**config.mk**
```make
export PLATFORM = sky130hd
export DESIGN_NAME = ice51_lite
export DESIGN_NICKNAME = d
export VERILOG_FILES = /design/src/source/cpu_pkg.sv /design/src/source/uart_pkg.sv /design/src/source/uart_if.sv /design/src/source/uart_baud_timer.sv /design/src/source/uart_rx.sv /design/src/source/uart_tx.sv /design/src/source/cpu_sequencer.sv /design/src/source/cpu_datapath.sv /design/src/source/ice51_lite.sv
export SDC_FILE = /design/constraint.sdc
export NUM_CORES = 1
export LEC_CHECK = 0
export BUFFER_PORTS_ARGS = -buffer_cell sky130_fd_sc_hd__buf_2
export CAP_MARGIN = 15
export CORE_ASPECT_RATIO = 1.5
export CORE_MARGIN = 8
export CORE_UTILIZATION = 30
export CTS_CLUSTER_DIAMETER = 100
export DETAILED_ROUTE_END_ITERATION = 10
export PLACE_DENSITY_LB_ADDON = 0.08
export SYNTH_ARGS = -nofsm -noshare
export SYNTH_HDL_FRONTEND = slang
export SYNTH_SLANG_ARGS = --single-unit
```
**constraint.sdc**
```tcl
create_clock -name i_clk -period 4.7 [get_ports i_clk]
set_input_delay 1.41 -clock i_clk [delete_from_list [all_inputs] [get_ports i_clk]]
set_output_delay 1.41 -clock i_clk [all_outputs]
set_load 0.01 [all_outputs]
```
**src/source/cpu_pkg.sv**
```systemverilog
`default_nettype none

package cpu_pkg;

   //////////////////////////////////////////////////
   // widths and sizes

   localparam int CODE_ADDR_W = 10;
   localparam int CODE_BYTES  = 32;   // bytes taken by the serial loader

   typedef logic [CODE_ADDR_W-1:0] code_addr_t;
   typedef logic [7:0]             byte_t;
   typedef logic [1:0]             op_len_t;   // 1..3 bytes

   typedef enum logic [2:0] {
      ST_LOAD    = 3'd0,
      ST_FETCH   = 3'd1,
      ST_DECODE0 = 3'd2,
      ST_DECODE1 = 3'd3,
      ST_DECODE2 = 3'd4,
      ST_EXECUTE = 3'd5
   } cpu_state_e;

   //////////////////////////////////////////////////
   // opcodes, standard 8051 encoding

   localparam byte_t OP_NOP         = 8'h00;
   localparam byte_t OP_LJMP        = 8'h02;   // ljmp addr16
   localparam byte_t OP_INC_A       = 8'h04;
   localparam byte_t OP_DEC_A       = 8'h14;
   localparam byte_t OP_ADD_A_IMM   = 8'h24;
   localparam byte_t OP_ORL_A_IMM   = 8'h44;
   localparam byte_t OP_ANL_A_IMM   = 8'h54;
   localparam byte_t OP_JZ          = 8'h60;
   localparam byte_t OP_XRL_A_IMM   = 8'h64;
   localparam byte_t OP_JNZ         = 8'h70;
   localparam byte_t OP_MOV_A_IMM   = 8'h74;
   localparam byte_t OP_SJMP        = 8'h80;
   localparam byte_t OP_MOV_DPTR    = 8'h90;   // mov dptr, #imm16
   localparam byte_t OP_CLR_A       = 8'hE4;
   localparam byte_t OP_MOVX_DPTR_A = 8'hF0;
   localparam byte_t OP_CPL_A       = 8'hF4;

   localparam logic [15:0] TX_DPTR = 16'h0201;   // movx here starts a transmission

endpackage

`default_nettype wire

```
**src/source/uart_pkg.sv**
```systemverilog
`default_nettype none

package uart_pkg;

   localparam int BIT_CYCLES = 104;   // clocks per bit
   localparam int HALF_BIT   = 52;

   typedef logic [6:0] bit_cnt_t;

   localparam logic LINE_IDLE = 1'b1;   // mark level, also the stop bit

endpackage

`default_nettype wire

```
**src/source/uart_if.sv**
```systemverilog
`timescale 1ns/10ps
`default_nettype none

interface uart_if ();
   import cpu_pkg::*;

   logic  rx_valid;   // one cycle per received byte
   byte_t rx_byte;
   logic  tx_start;   // only while tx_busy is low
   byte_t tx_byte;
   logic  tx_busy;

   modport rx_side (output rx_valid, output rx_byte);
   modport loader  (input rx_valid, input rx_byte);
   modport tx_side (input tx_start, input tx_byte, output tx_busy);
   modport core    (output tx_start, output tx_byte, input tx_busy);

endinterface

`default_nettype wire

```
**src/source/uart_baud_timer.sv**
```systemverilog
`timescale 1ns/10ps
`default_nettype none

module uart_baud_timer (
   input  logic i_clk,
   input  logic i_nrst,
   input  logic i_restart,
   output logic o_half,
   output logic o_full
);
   import uart_pkg::*;

   bit_cnt_t cnt_q;

   always_ff @(posedge i_clk or negedge i_nrst) begin
      if (!i_nrst)
         cnt_q <= '0;
      else if (i_restart || o_full)   // wrap at end of each period
         cnt_q <= '0;
      else
         cnt_q <= cnt_q + 1'b1;
   end

   assign o_half = (cnt_q == bit_cnt_t'(HALF_BIT - 1));
   assign o_full = (cnt_q == bit_cnt_t'(BIT_CYCLES - 1));

endmodule

`default_nettype wire

```
**src/source/uart_rx.sv**
```systemverilog
`timescale 1ns/10ps
`default_nettype none

module uart_rx (
   input  logic    i_clk,
   input  logic    i_nrst,
   input  logic    i_uart_rx,
   uart_if.rx_side rx
);
   import uart_pkg::*;

   typedef enum logic [1:0] {RX_IDLE, RX_START, RX_DATA, RX_STOP} rx_state_e;

   rx_state_e  state_q;
   logic [2:0] sync_q;
   logic [2:0] bit_idx_q;
   logic [7:0] shift_q;
   logic       valid_q;
   logic       line;
   logic       start_edge;
   logic       restart;
   logic       half;
   logic       full;

   uart_baud_timer u_timer (
      .i_clk     (i_clk),
      .i_nrst    (i_nrst),
      .i_restart (restart),
      .o_half    (half),
      .o_full    (full)
   );

   // two flops against metastability, third one for the edge
   always_ff @(posedge i_clk or negedge i_nrst) begin
      if (!i_nrst)
         sync_q <= {3{LINE_IDLE}};
      else
         sync_q <= {sync_q[1:0], i_uart_rx};
   end

   assign line       = sync_q[1];
   assign start_edge = (sync_q[2] == LINE_IDLE) && (sync_q[1] != LINE_IDLE);
   assign restart    = (state_q == RX_IDLE) || ((state_q == RX_START) && half);

   always_ff @(posedge i_clk or negedge i_nrst) begin
      if (!i_nrst) begin
         state_q   <= RX_IDLE;
         bit_idx_q <= '0;
      end else begin
         case (state_q)
            RX_IDLE: begin
               bit_idx_q <= '0;
               if (start_edge) state_q <= RX_START;
            end
            RX_START: begin   // mid start bit, glitch check
               if (half) begin
                  if (line == LINE_IDLE) state_q <= RX_IDLE;
                  else                   state_q <= RX_DATA;
               end
            end
            RX_DATA: begin
               if (full) begin
                  bit_idx_q <= bit_idx_q + 1'b1;
                  if (bit_idx_q == 3'd7) state_q <= RX_STOP;
               end
            end
            RX_STOP: if (full) state_q <= RX_IDLE;
            default: state_q <= RX_IDLE;
         endcase
      end
   end

   always_ff @(posedge i_clk) begin
      if ((state_q == RX_DATA) && full)
         shift_q <= {line, shift_q[7:1]};   // lsb arrives first
   end

   always_ff @(posedge i_clk or negedge i_nrst) begin
      if (!i_nrst) valid_q <= 1'b0;
      else         valid_q <= (state_q == RX_STOP) && full;
   end

   assign rx.rx_valid = valid_q;
   assign rx.rx_byte  = shift_q;

endmodule

`default_nettype wire

```
**src/source/uart_tx.sv**
```systemverilog
`timescale 1ns/10ps
`default_nettype none

module uart_tx (
   input  logic    i_clk,
   input  logic    i_nrst,
   uart_if.tx_side tx,
   output logic    o_uart_tx
);
   import uart_pkg::*;

   typedef enum logic [1:0] {TX_IDLE, TX_START, TX_SEND} tx_state_e;

   tx_state_e  state_q;
   logic [7:0] shift_q;
   logic [3:0] bit_idx_q;   // 0..7 data, 8 stop
   logic       full;

   uart_baud_timer u_timer (
      .i_clk     (i_clk),
      .i_nrst    (i_nrst),
      .i_restart (state_q == TX_IDLE),
      .o_half    (),                    // no centering needed on the send side
      .o_full    (full)
   );

   always_ff @(posedge i_clk or negedge i_nrst) begin
      if (!i_nrst) begin
         state_q   <= TX_IDLE;
         bit_idx_q <= '0;
      end else begin
         case (state_q)
            TX_IDLE:  if (tx.tx_start) state_q <= TX_START;
            TX_START: begin
               bit_idx_q <= '0;
               if (full) state_q <= TX_SEND;
            end
            TX_SEND: begin
               if (full) begin
                  bit_idx_q <= bit_idx_q + 1'b1;
                  if (bit_idx_q == 4'd8) state_q <= TX_IDLE;   // stop bit done
               end
            end
            default: state_q <= TX_IDLE;
         endcase
      end
   end

   // refill with idle level so the stop bit falls out after the data
   always_ff @(posedge i_clk) begin
      if ((state_q == TX_IDLE) && tx.tx_start)
         shift_q <= tx.tx_byte;
      else if ((state_q == TX_SEND) && full)
         shift_q <= {LINE_IDLE, shift_q[7:1]};
   end

   always_comb begin
      case (state_q)
         TX_START: o_uart_tx = ~LINE_IDLE;
         TX_SEND:  o_uart_tx = shift_q[0];
         default:  o_uart_tx = LINE_IDLE;
      endcase
   end

   assign tx.tx_busy = (state_q != TX_IDLE);

endmodule

`default_nettype wire

```
**src/source/cpu_sequencer.sv**
```systemverilog
`timescale 1ns/10ps
`default_nettype none

module cpu_sequencer (
   input  logic                i_clk,
   input  logic                i_nrst,
   uart_if.loader              ld,
   input  cpu_pkg::op_len_t    i_op_len,
   input  logic                i_exec_hold,
   input  cpu_pkg::code_addr_t i_pc,
   output cpu_pkg::cpu_state_e o_state,
   output logic                o_code_wr,
   output cpu_pkg::code_addr_t o_code_addr,
   output cpu_pkg::byte_t      o_code_data
);
   import cpu_pkg::*;

   cpu_state_e state_q;
   cpu_state_e state_d;
   code_addr_t load_addr_q;
   logic       load_last;

   //////////////////////////////////////////////////
   // serial load phase

   assign o_code_wr = (state_q == ST_LOAD) && ld.rx_valid;   // every byte goes straight in
   assign load_last = o_code_wr && (load_addr_q == code_addr_t'(CODE_BYTES - 1));

   always_ff @(posedge i_clk or negedge i_nrst) begin
      if (!i_nrst)        load_addr_q <= '0;
      else if (o_code_wr) load_addr_q <= load_addr_q + 1'b1;
   end

   //////////////////////////////////////////////////
   // fetch / decode / execute

   always_comb begin
      state_d = state_q;
      case (state_q)
         ST_LOAD:    if (load_last) state_d = ST_FETCH;
         ST_FETCH:   state_d = ST_DECODE0;
         ST_DECODE0: begin
            if (i_op_len == 2'd1) state_d = ST_EXECUTE;
            else                  state_d = ST_DECODE1;
         end
         ST_DECODE1: begin
            if (i_op_len == 2'd3) state_d = ST_DECODE2;
            else                  state_d = ST_EXECUTE;
         end
         ST_DECODE2: state_d = ST_EXECUTE;
         ST_EXECUTE: if (!i_exec_hold) state_d = ST_FETCH;   // movx stall
         default:    state_d = ST_LOAD;
      endcase
   end

   always_ff @(posedge i_clk or negedge i_nrst) begin
      if (!i_nrst) state_q <= ST_LOAD;
      else         state_q <= state_d;
   end

   assign o_state     = state_q;
   assign o_code_addr = (state_q == ST_LOAD) ? load_addr_q : i_pc;
   assign o_code_data = ld.rx_byte;

endmodule

`default_nettype wire

```
**src/source/cpu_datapath.sv**
```systemverilog
`timescale 1ns/10ps
`default_nettype none

module cpu_datapath (
   input  logic                i_clk,
   input  logic                i_nrst,
   input  cpu_pkg::cpu_state_e i_state,
   input  cpu_pkg::byte_t      i_code_data,
   output cpu_pkg::op_len_t    o_op_len,
   output logic                o_exec_hold,
   output cpu_pkg::code_addr_t o_pc,
   uart_if.core                core
);
   import cpu_pkg::*;

   byte_t       op_q;
   byte_t       opr1_q;   // first operand as imm8 or rel or high byte
   byte_t       opr2_q;
   byte_t       op;
   byte_t       acc_q;
   byte_t       acc_d;
   logic [15:0] dptr_q;
   logic [15:0] imm16;
   code_addr_t  pc_q;
   code_addr_t  pc_d;
   code_addr_t  rel_target;
   logic        acc_zero;
   logic        take_rel;
   logic        movx_tx;

   //////////////////////////////////////////////////
   // opcode and operand latches

   always_ff @(posedge i_clk) begin
      if (i_state == ST_DECODE0) op_q   <= i_code_data;
      if (i_state == ST_DECODE1) opr1_q <= i_code_data;
      if (i_state == ST_DECODE2) opr2_q <= i_code_data;
   end

   assign op    = (i_state == ST_DECODE0) ? i_code_data : op_q;   // live in decode0
   assign imm16 = {opr1_q, opr2_q};

   always_comb begin
      case (op)
         OP_MOV_A_IMM, OP_ADD_A_IMM, OP_ANL_A_IMM, OP_ORL_A_IMM, OP_XRL_A_IMM,
         OP_SJMP, OP_JZ, OP_JNZ:
            o_op_len = 2'd2;
         OP_MOV_DPTR, OP_LJMP:
            o_op_len = 2'd3;
         default:
            o_op_len = 2'd1;   // one-byte opcodes and unknown ones
      endcase
   end

   //////////////////////////////////////////////////
   // accumulator and dptr

   always_comb begin
      acc_d = acc_q;
      case (op_q)
         OP_MOV_A_IMM: acc_d = opr1_q;
         OP_ADD_A_IMM: acc_d = acc_q + opr1_q;   // carry dropped
         OP_ANL_A_IMM: acc_d = acc_q & opr1_q;
         OP_ORL_A_IMM: acc_d = acc_q | opr1_q;
         OP_XRL_A_IMM: acc_d = acc_q ^ opr1_q;
         OP_INC_A:     acc_d = acc_q + 1'b1;
         OP_DEC_A:     acc_d = acc_q - 1'b1;
         OP_CLR_A:     acc_d = '0;
         OP_CPL_A:     acc_d = ~acc_q;
         default:      ;
      endcase
   end

   always_ff @(posedge i_clk or negedge i_nrst) begin
      if (!i_nrst)
         acc_q <= '0;
      else if (i_state == ST_EXECUTE)
         acc_q <= acc_d;
   end

   always_ff @(posedge i_clk or negedge i_nrst) begin
      if (!i_nrst)
         dptr_q <= '0;
      else if ((i_state == ST_EXECUTE) && (op_q == OP_MOV_DPTR))
         dptr_q <= imm16;
   end

   //////////////////////////////////////////////////
   // program counter

   assign acc_zero   = (acc_q == '0);
   assign take_rel   = (op_q == OP_SJMP) || ((op_q == OP_JZ) && acc_zero) ||
                       ((op_q == OP_JNZ) && !acc_zero);
   assign rel_target = pc_q + {{(CODE_ADDR_W-8){opr1_q[7]}}, opr1_q};   // pc is past the jump

   always_comb begin
      pc_d = pc_q;
      case (i_state)
         ST_FETCH:   pc_d = pc_q + 1'b1;
         ST_DECODE0: if (o_op_len != 2'd1) pc_d = pc_q + 1'b1;
         ST_DECODE1: if (o_op_len == 2'd3) pc_d = pc_q + 1'b1;
         ST_EXECUTE: begin
            if (op_q == OP_LJMP) pc_d = imm16[CODE_ADDR_W-1:0];
            else if (take_rel)   pc_d = rel_target;
         end
         default:    ;
      endcase
   end

   always_ff @(posedge i_clk or negedge i_nrst) begin
      if (!i_nrst) pc_q <= '0;
      else         pc_q <= pc_d;
   end

   assign o_pc = pc_q;

   // movx to the transmit address waits while the uart is sending
   assign movx_tx       = (i_state == ST_EXECUTE) && (op_q == OP_MOVX_DPTR_A) &&
                          (dptr_q == TX_DPTR);
   assign core.tx_start = movx_tx && !core.tx_busy;
   assign core.tx_byte  = acc_q;
   assign o_exec_hold   = movx_tx && core.tx_busy;

endmodule

`default_nettype wire

```
**src/source/ice51_lite.sv**
```systemverilog
`timescale 1ns/10ps
`default_nettype none

module ice51_lite (
   input  logic       i_clk,
   input  logic       i_nrst,
   input  logic       i_uart_rx,
   output logic       o_uart_tx,
   output logic       o_code_wr,
   output logic [9:0] o_code_addr,
   output logic [7:0] o_code_data,
   input  logic [7:0] i_code_data
);
   import cpu_pkg::*;

   cpu_state_e state;
   op_len_t    op_len;
   logic       exec_hold;
   code_addr_t pc;

   uart_if uart_bus ();

   uart_rx u_uart_rx (
      .i_clk     (i_clk),
      .i_nrst    (i_nrst),
      .i_uart_rx (i_uart_rx),
      .rx        (uart_bus.rx_side)
   );

   uart_tx u_uart_tx (
      .i_clk     (i_clk),
      .i_nrst    (i_nrst),
      .tx        (uart_bus.tx_side),
      .o_uart_tx (o_uart_tx)
   );

   cpu_sequencer u_sequencer (
      .i_clk       (i_clk),
      .i_nrst      (i_nrst),
      .ld          (uart_bus.loader),
      .i_op_len    (op_len),
      .i_exec_hold (exec_hold),
      .i_pc        (pc),
      .o_state     (state),
      .o_code_wr   (o_code_wr),
      .o_code_addr (o_code_addr),
      .o_code_data (o_code_data)
   );

   cpu_datapath u_datapath (
      .i_clk       (i_clk),
      .i_nrst      (i_nrst),
      .i_state     (state),
      .i_code_data (i_code_data),
      .o_op_len    (op_len),
      .o_exec_hold (exec_hold),
      .o_pc        (pc),
      .core        (uart_bus.core)
   );

endmodule

`default_nettype wire

```
======== Yosys cells after proc, flatten, opt, wreduce, memory -nomap -nowiden ========
Index checks and enable logic that the tools add are counted.
storage, ports and cells
  bits in writable memories ............... 0
  register bits after elaboration ......... 116
  latch bits .............................. 0
  memory bits (read-only) ................. 0
  memories kept ........................... 0
  input bits .............................. 11
cells by class
  eq/ne operators ......................... 59
  multipliers ............................. 0
  mux-type cells .......................... 35
  add/sub/neg operators ................... 10
  div/mod/pow operators ................... 0
  magnitude comparators ................... 0
  bitwise logic cells ..................... 5
  reduce and logical (&&, ||, !) cells .... 41
  shifts and indexed selects .............. 0
operator list
  kind                     number
  $eq A8 B7 Y1 const B     12
  $pmux W8 S9              1
  $eq A8 B8 Y1 const B     7
  $mux W10                 5
  $pmux W10 S4             1
  $mux W8                  3
  $ne A2 B1 Y1 const B     11
  $add A10 B1 Y10 const B  2
  $mux W2                  10
  $pmux W3 S6              1
  $eq A16 B10 Y1 const B   1
  $eq A8 B2 Y1 const B     2
  $eq A8 B6 Y1 const B     2
  $logic_and A1 B1 Y1      15
  $add A7 B1 Y7 const B    2
  $eq A7 B7 Y1 const B     2
  $mux W7                  2
  $mux W3                  4
  $add A10 B10 Y10         1
  $eq A10 B5 Y1 const B    1
  $eq A3 B3 Y1 const B     3
  $reduce_bool A9 Y1       1
  $add A8 B1 Y8 const B    1
  $add A8 B8 Y8            1
  other kinds (38)         59

======== Longest topological paths before layout ========
  depth after elaboration ................. 8
  mapped depth ............................ 14
  depth with buffers taken out ............ 13

======== Hierarchy ========
A second synthesis with hierarchy kept.
second synthesis, totals
  cell total of the unflattened synthesis .. 723
  area, all modules ....................... 7085.5 um2
modules (own cells, without submodules)
  module           times used  cells each  area each (um2)  seq. area each (um2)
  cpu_datapath     1           468         4175.3           1491.4
  cpu_sequencer    1           79          790.8            325.3
  uart_tx          1           64          758.2            390.4
  uart_baud_timer  2           35          349.1            175.2
  uart_rx          1           42          663.1            469.2

======== Worst setup path after synthesis ========
OpenSTA, ideal clock, no wires.
  kind .................................... register -> register
  start point ............................. register u_datapath.op_q[2]
  end point ............................... register u_datapath.acc_q[7], in the netlist u_datapath.core.tx_byte[7]
  path buffers ............................ 1
  arrival time ............................ 3.160 ns
  cell stages (with the launch flop) ...... 15
  data required time ...................... 4.571 ns
  setup time .............................. 0.129 ns
  setup slack ............................. 1.411 ns
  path through ............................ dfxtp_1 buf_2 nor4b_1 nand3b_1 nor2_1 a21o_1 inv_1 ha_1 nor2b_1 o2111ai_1 nand4b_1 o31ai_1 xor2_1 nor4_1 a2111o_1
on the way
  word-level cells in the longest chain between the ends .. 3
RTL lines
  item                                  line                source
  from (decl)                           cpu_datapath.sv:16  byte_t op_q;
  from (signal assigned)                cpu_datapath.sv:35  if (i_state == ST_DECODE0) op_q <= i_code_data;
  $eq A8 B7 Y1 (tied with other cells)  cpu_datapath.sv:60  case (op_q)
  $reduce_bool A9 Y1 (no line)          n/a
  $reduce_and A2 Y1 (no line)           n/a
  to (signal assigned)                  cpu_datapath.sv:76  acc_q <= '0;
  to (signal assigned)                  cpu_datapath.sv:78  acc_q <= acc_d;
  to (decl)                             cpu_datapath.sv:20  byte_t acc_q;
Parallel ways exist; a longest one is shown, timed or not.
A chain may end at the register's enable or synchronous reset.

======== Final worst setup path ========
Same ends and word-level chain as after synthesis.

==> results.py <==
metrics = {
    "routing": {
        "totalWireLength_um": 18800,
        "detail_route.wl_per_cell_um": 18.8,
        "dr.pass1.iters": 4,
        "via_per_inst": 5.20,
        "vias": 5196,
        "ant_nets": 0,
        "drt_iter0_markers": 269,
        "route.detailed.drc": 0,
    },
    "sta": {
        "worst_slack_ps": 786,
        "tightest_slew_ps": 868,
        "slew_viol_final": 0,
        "fmax_mhz": 256,
        "setup_viol": 0,
        "finalClockSkew_ps": 5.91,
        "fin_tns_setup_ps": 0,
        "finalHoldWorstSlack_ps": 350,
        "slew_headroom": 0.421,
        "hold_violations": 0,
        "post-route-min-period_ps": 3910,
        "period_share": 0.833,
        "rsz0062_at_grt": "no",
    },
    "critical_path": {
        "crit_path_max_fanout": 10,
        "critical_path_arrival_ps": 4210,
        "crit_slowest_cell": "nor4b_1",
        "slowest_delay_ps": 570,
        "crit_family": "simple AND/OR/NAND/NOR gates",
        "path_buf_inv": 1,
        "path_class": "reg2reg",
        "crit_required_ps": 5000,
        "path_cells": "nor4b_1 -> nand3b_1 -> nor2_1 -> a21o_1 -> inv_1 -> ha_1 -> nor2b_1 -> o2111ai_1 -> nand4b_1 -> o31ai_1 -> xor2_1 -> nor4_1 -> a2111o_1",
        "startpoint_type": "flip-flop",
        "end_kind": "flip-flop",
    },
    "power_and_ir_drop": {
        "p_per_area_nw_per_um2": 569,
        "leakage_nw": 3.33,
        "vdd_ir_drop_max_v": 0.000270,
    },
    "floorplan": {
        "fp-row-count": 67,
        "dieArea_um2": 27600,
        "core_area_um2": 22200,
        "start_util": 0.303,
        "die-width_um": 138,
        "fp.dieH_um": 200,
        "ios": 31,
    },
    "synth": {
        "async_reset_ff_frac": 0.655,
        "syn-num-nets": 738,
        "synth_top_area_cell": "dfrtp_1",
        "ys_warn_count": 0,
        "yosysMostFrequentCell": "dfrtp_1",
        "ys.flop_type": "dfrtp_1",
        "ys_ff_latch": 116,
        "yosysSeqAreaShare": 0.449,
        "synth_top_cells_by_count": "dfrtp_1 (73), nand2_1 (61), nor2_1 (50)",
        "synthDistinctLibCells": 62,
        "mappedNetlistArea_um2": 6740,
        "synth_edf_count": 32,
        "synth_top_area_frac": 0.271,
        "syn_area_per_cell_um2": 9.87,
        "synthTopCellsByArea": "dfrtp_1 (27%), edfxtp_1 (14%), ha_1 (7.8%)",
        "synthCells": 683,
    },
    "cts": {
        "clk-insertion-delay-late_ps": 420,
        "clkTransAtPathRegs_ps": 60,
        "post_cts_buffers": 0,
        "clock_path_buffers": 2,
        "clock_sinks": 116,
        "cts-root-buf": "clkbuf_16",
        "cts_max_level": 4,
        "cts_resized": 0,
        "ctsHoldBuffers": 0,
        "cts_tree": "built",
        "cts-buffers-inserted": 17,
    },
    "hold_path": {
        "hold_class": "reg2reg",
    },
    "global_routing": {
        "overflow": 0,
        "grt_first_pass_wirelength_um": 30000,
        "antenna_found_initial": 0,
        "grt_pass1_vias": 5388,
        "grt_max_degree": 77,
        "grt_usage": 0.139,
    },
    "final_layout": {
        "final_layout_size_suffix_gt1_frac": 0.140,
        "nets": 766,
        "area_growth_pct": 15.9,
        "num_antenna_cells": 0,
        "fin_cells": 1000,
    },
    "job": {
        "drv_cap": 0,
    },
    "placed_design": {
        "post-place-cells": 966,
        "dp_hpwl_um": 13900,
        "gp_congestion": 0.830,
        "io_buffer_count": 30,
        "dp_slack_ps": 844,
    },
    "outcome": {
        "outcome": "finished, final reports clean",
    },
}
## power by group
group / internal [W] / switching (W)
sequential: 0.00122 / 0.000325
clock: 0.000909 / 0.000489
combinational: 0.000666 / 0.000834
total: 0.00280 / 0.00165
## flip-flops by register name, indices dropped and copies added, names as in the netlist, named ones only
signal	count
u_datapath.opr1_q	8
u_datapath.o_pc	10
u_datapath.core.tx_byte	8
u_datapath.op_q	8
u_uart_rx.u_timer.cnt_q	7
u_uart_rx.state_q	1
u_sequencer.load_addr_q	10
u_uart_tx.state_q	2
u_uart_tx.shift_q	8
u_uart_rx.sync_q	3
u_uart_rx.bit_idx_q	3
u_sequencer.o_state	3
u_datapath.opr2_q	8
u_datapath.dptr_q	16
u_uart_tx.u_timer.cnt_q	7
u_uart_tx.bit_idx_q	4
u_uart_rx.rx.rx_valid	1
u_uart_rx.rx.rx_byte	8
## per-layer routing
layer / wire length (um) / GRT usage
met2: 9890 / 0.256
met5: 0 / 0
met3: 449 / 0.0269
met1: 7850 / 0.149
met4: 564 / 0.0666
## placed cells by master, fill, tap and decap left out, types with 11 or more instances in the layout
master | synthesis | routed
a211oi_1 | 11 | 11
a21oi_1 | 46 | 46
and3_1 | 13 | 13
buf_2 | 2 | 30
clkbuf_16 | 0 | 21
dfrtp_1 | 73 | 73
edfxtp_1 | 32 | 32
ha_1 | 42 | 42
inv_1 | 34 | 34
mux2_2 | 27 | 27
nand2_1 | 61 | 61
nand3_1 | 21 | 21
nor2_1 | 50 | 50
nor2b_1 | 12 | 12
nor3_1 | 12 | 12
o21ai_0 | 40 | 40
xnor2_1 | 24 | 24
xor2_1 | 14 | 14
## stage by stage
stage | power, W | instance area, um2 | util
after floorplan | 0.00260 | 6740 | -
after global placement | 0.00305 | 7140 | 0.322
after detailed placement | 0.00307 | 7140 | 0.322
after CTS | 0.00450 | 7790 | 0.351
after global routing | 0.00475 | 7810 | 0.352
final | 0.00445 | 7810 | 0.352
## final timing paths
path                                     start                         end  slack (ps)  cells past startpoint
hold / removal             u_uart_rx.sync_q[0]         u_uart_rx.sync_q[1]         350                      0
hold reg to reg            u_uart_rx.sync_q[0]         u_uart_rx.sync_q[1]         350                      0
max in group asynchronous               i_nrst         u_uart_rx.sync_q[0]        3010                      2
setup / recovery            u_datapath.op_q[2]  u_datapath.core.tx_byte[7]         790                     13
min in group asynchronous               i_nrst          u_datapath.o_pc[6]         990                      1
setup reg to reg            u_datapath.op_q[2]  u_datapath.core.tx_byte[7]         790                     13
## kinds of logic (layout without fill, tap and decap cells)
kind of cell | count (synthesis) | in the layout | synth area share
AND/OR/NAND/NOR | 227 | 227 | 0.170
buffers and inverters | 61 | 102 | 0.0371
XOR/XNOR | 38 | 38 | 0.0494
flip-flops | 116 | 116 | 0.449
multiplexers | 35 | 35 | 0.0570
adder cells (fa/ha/maj) | 44 | 44 | 0.0839
AO/OA/AOI/OAI | 162 | 162 | 0.153
## area by class of cell
type | instances | area, um2
Inverter | 34 | 128
Multi-Input combinational cell | 506 | 3460
Tap cell | 276 | 345
Fill cell | 2232 | 14400
Sequential cell | 116 | 3030
Clock buffer | 23 | 533
Timing Repair Buffer | 36 | 208
Clock inverter | 9 | 111
No activity file was read; power rests on OpenSTA's default activity.
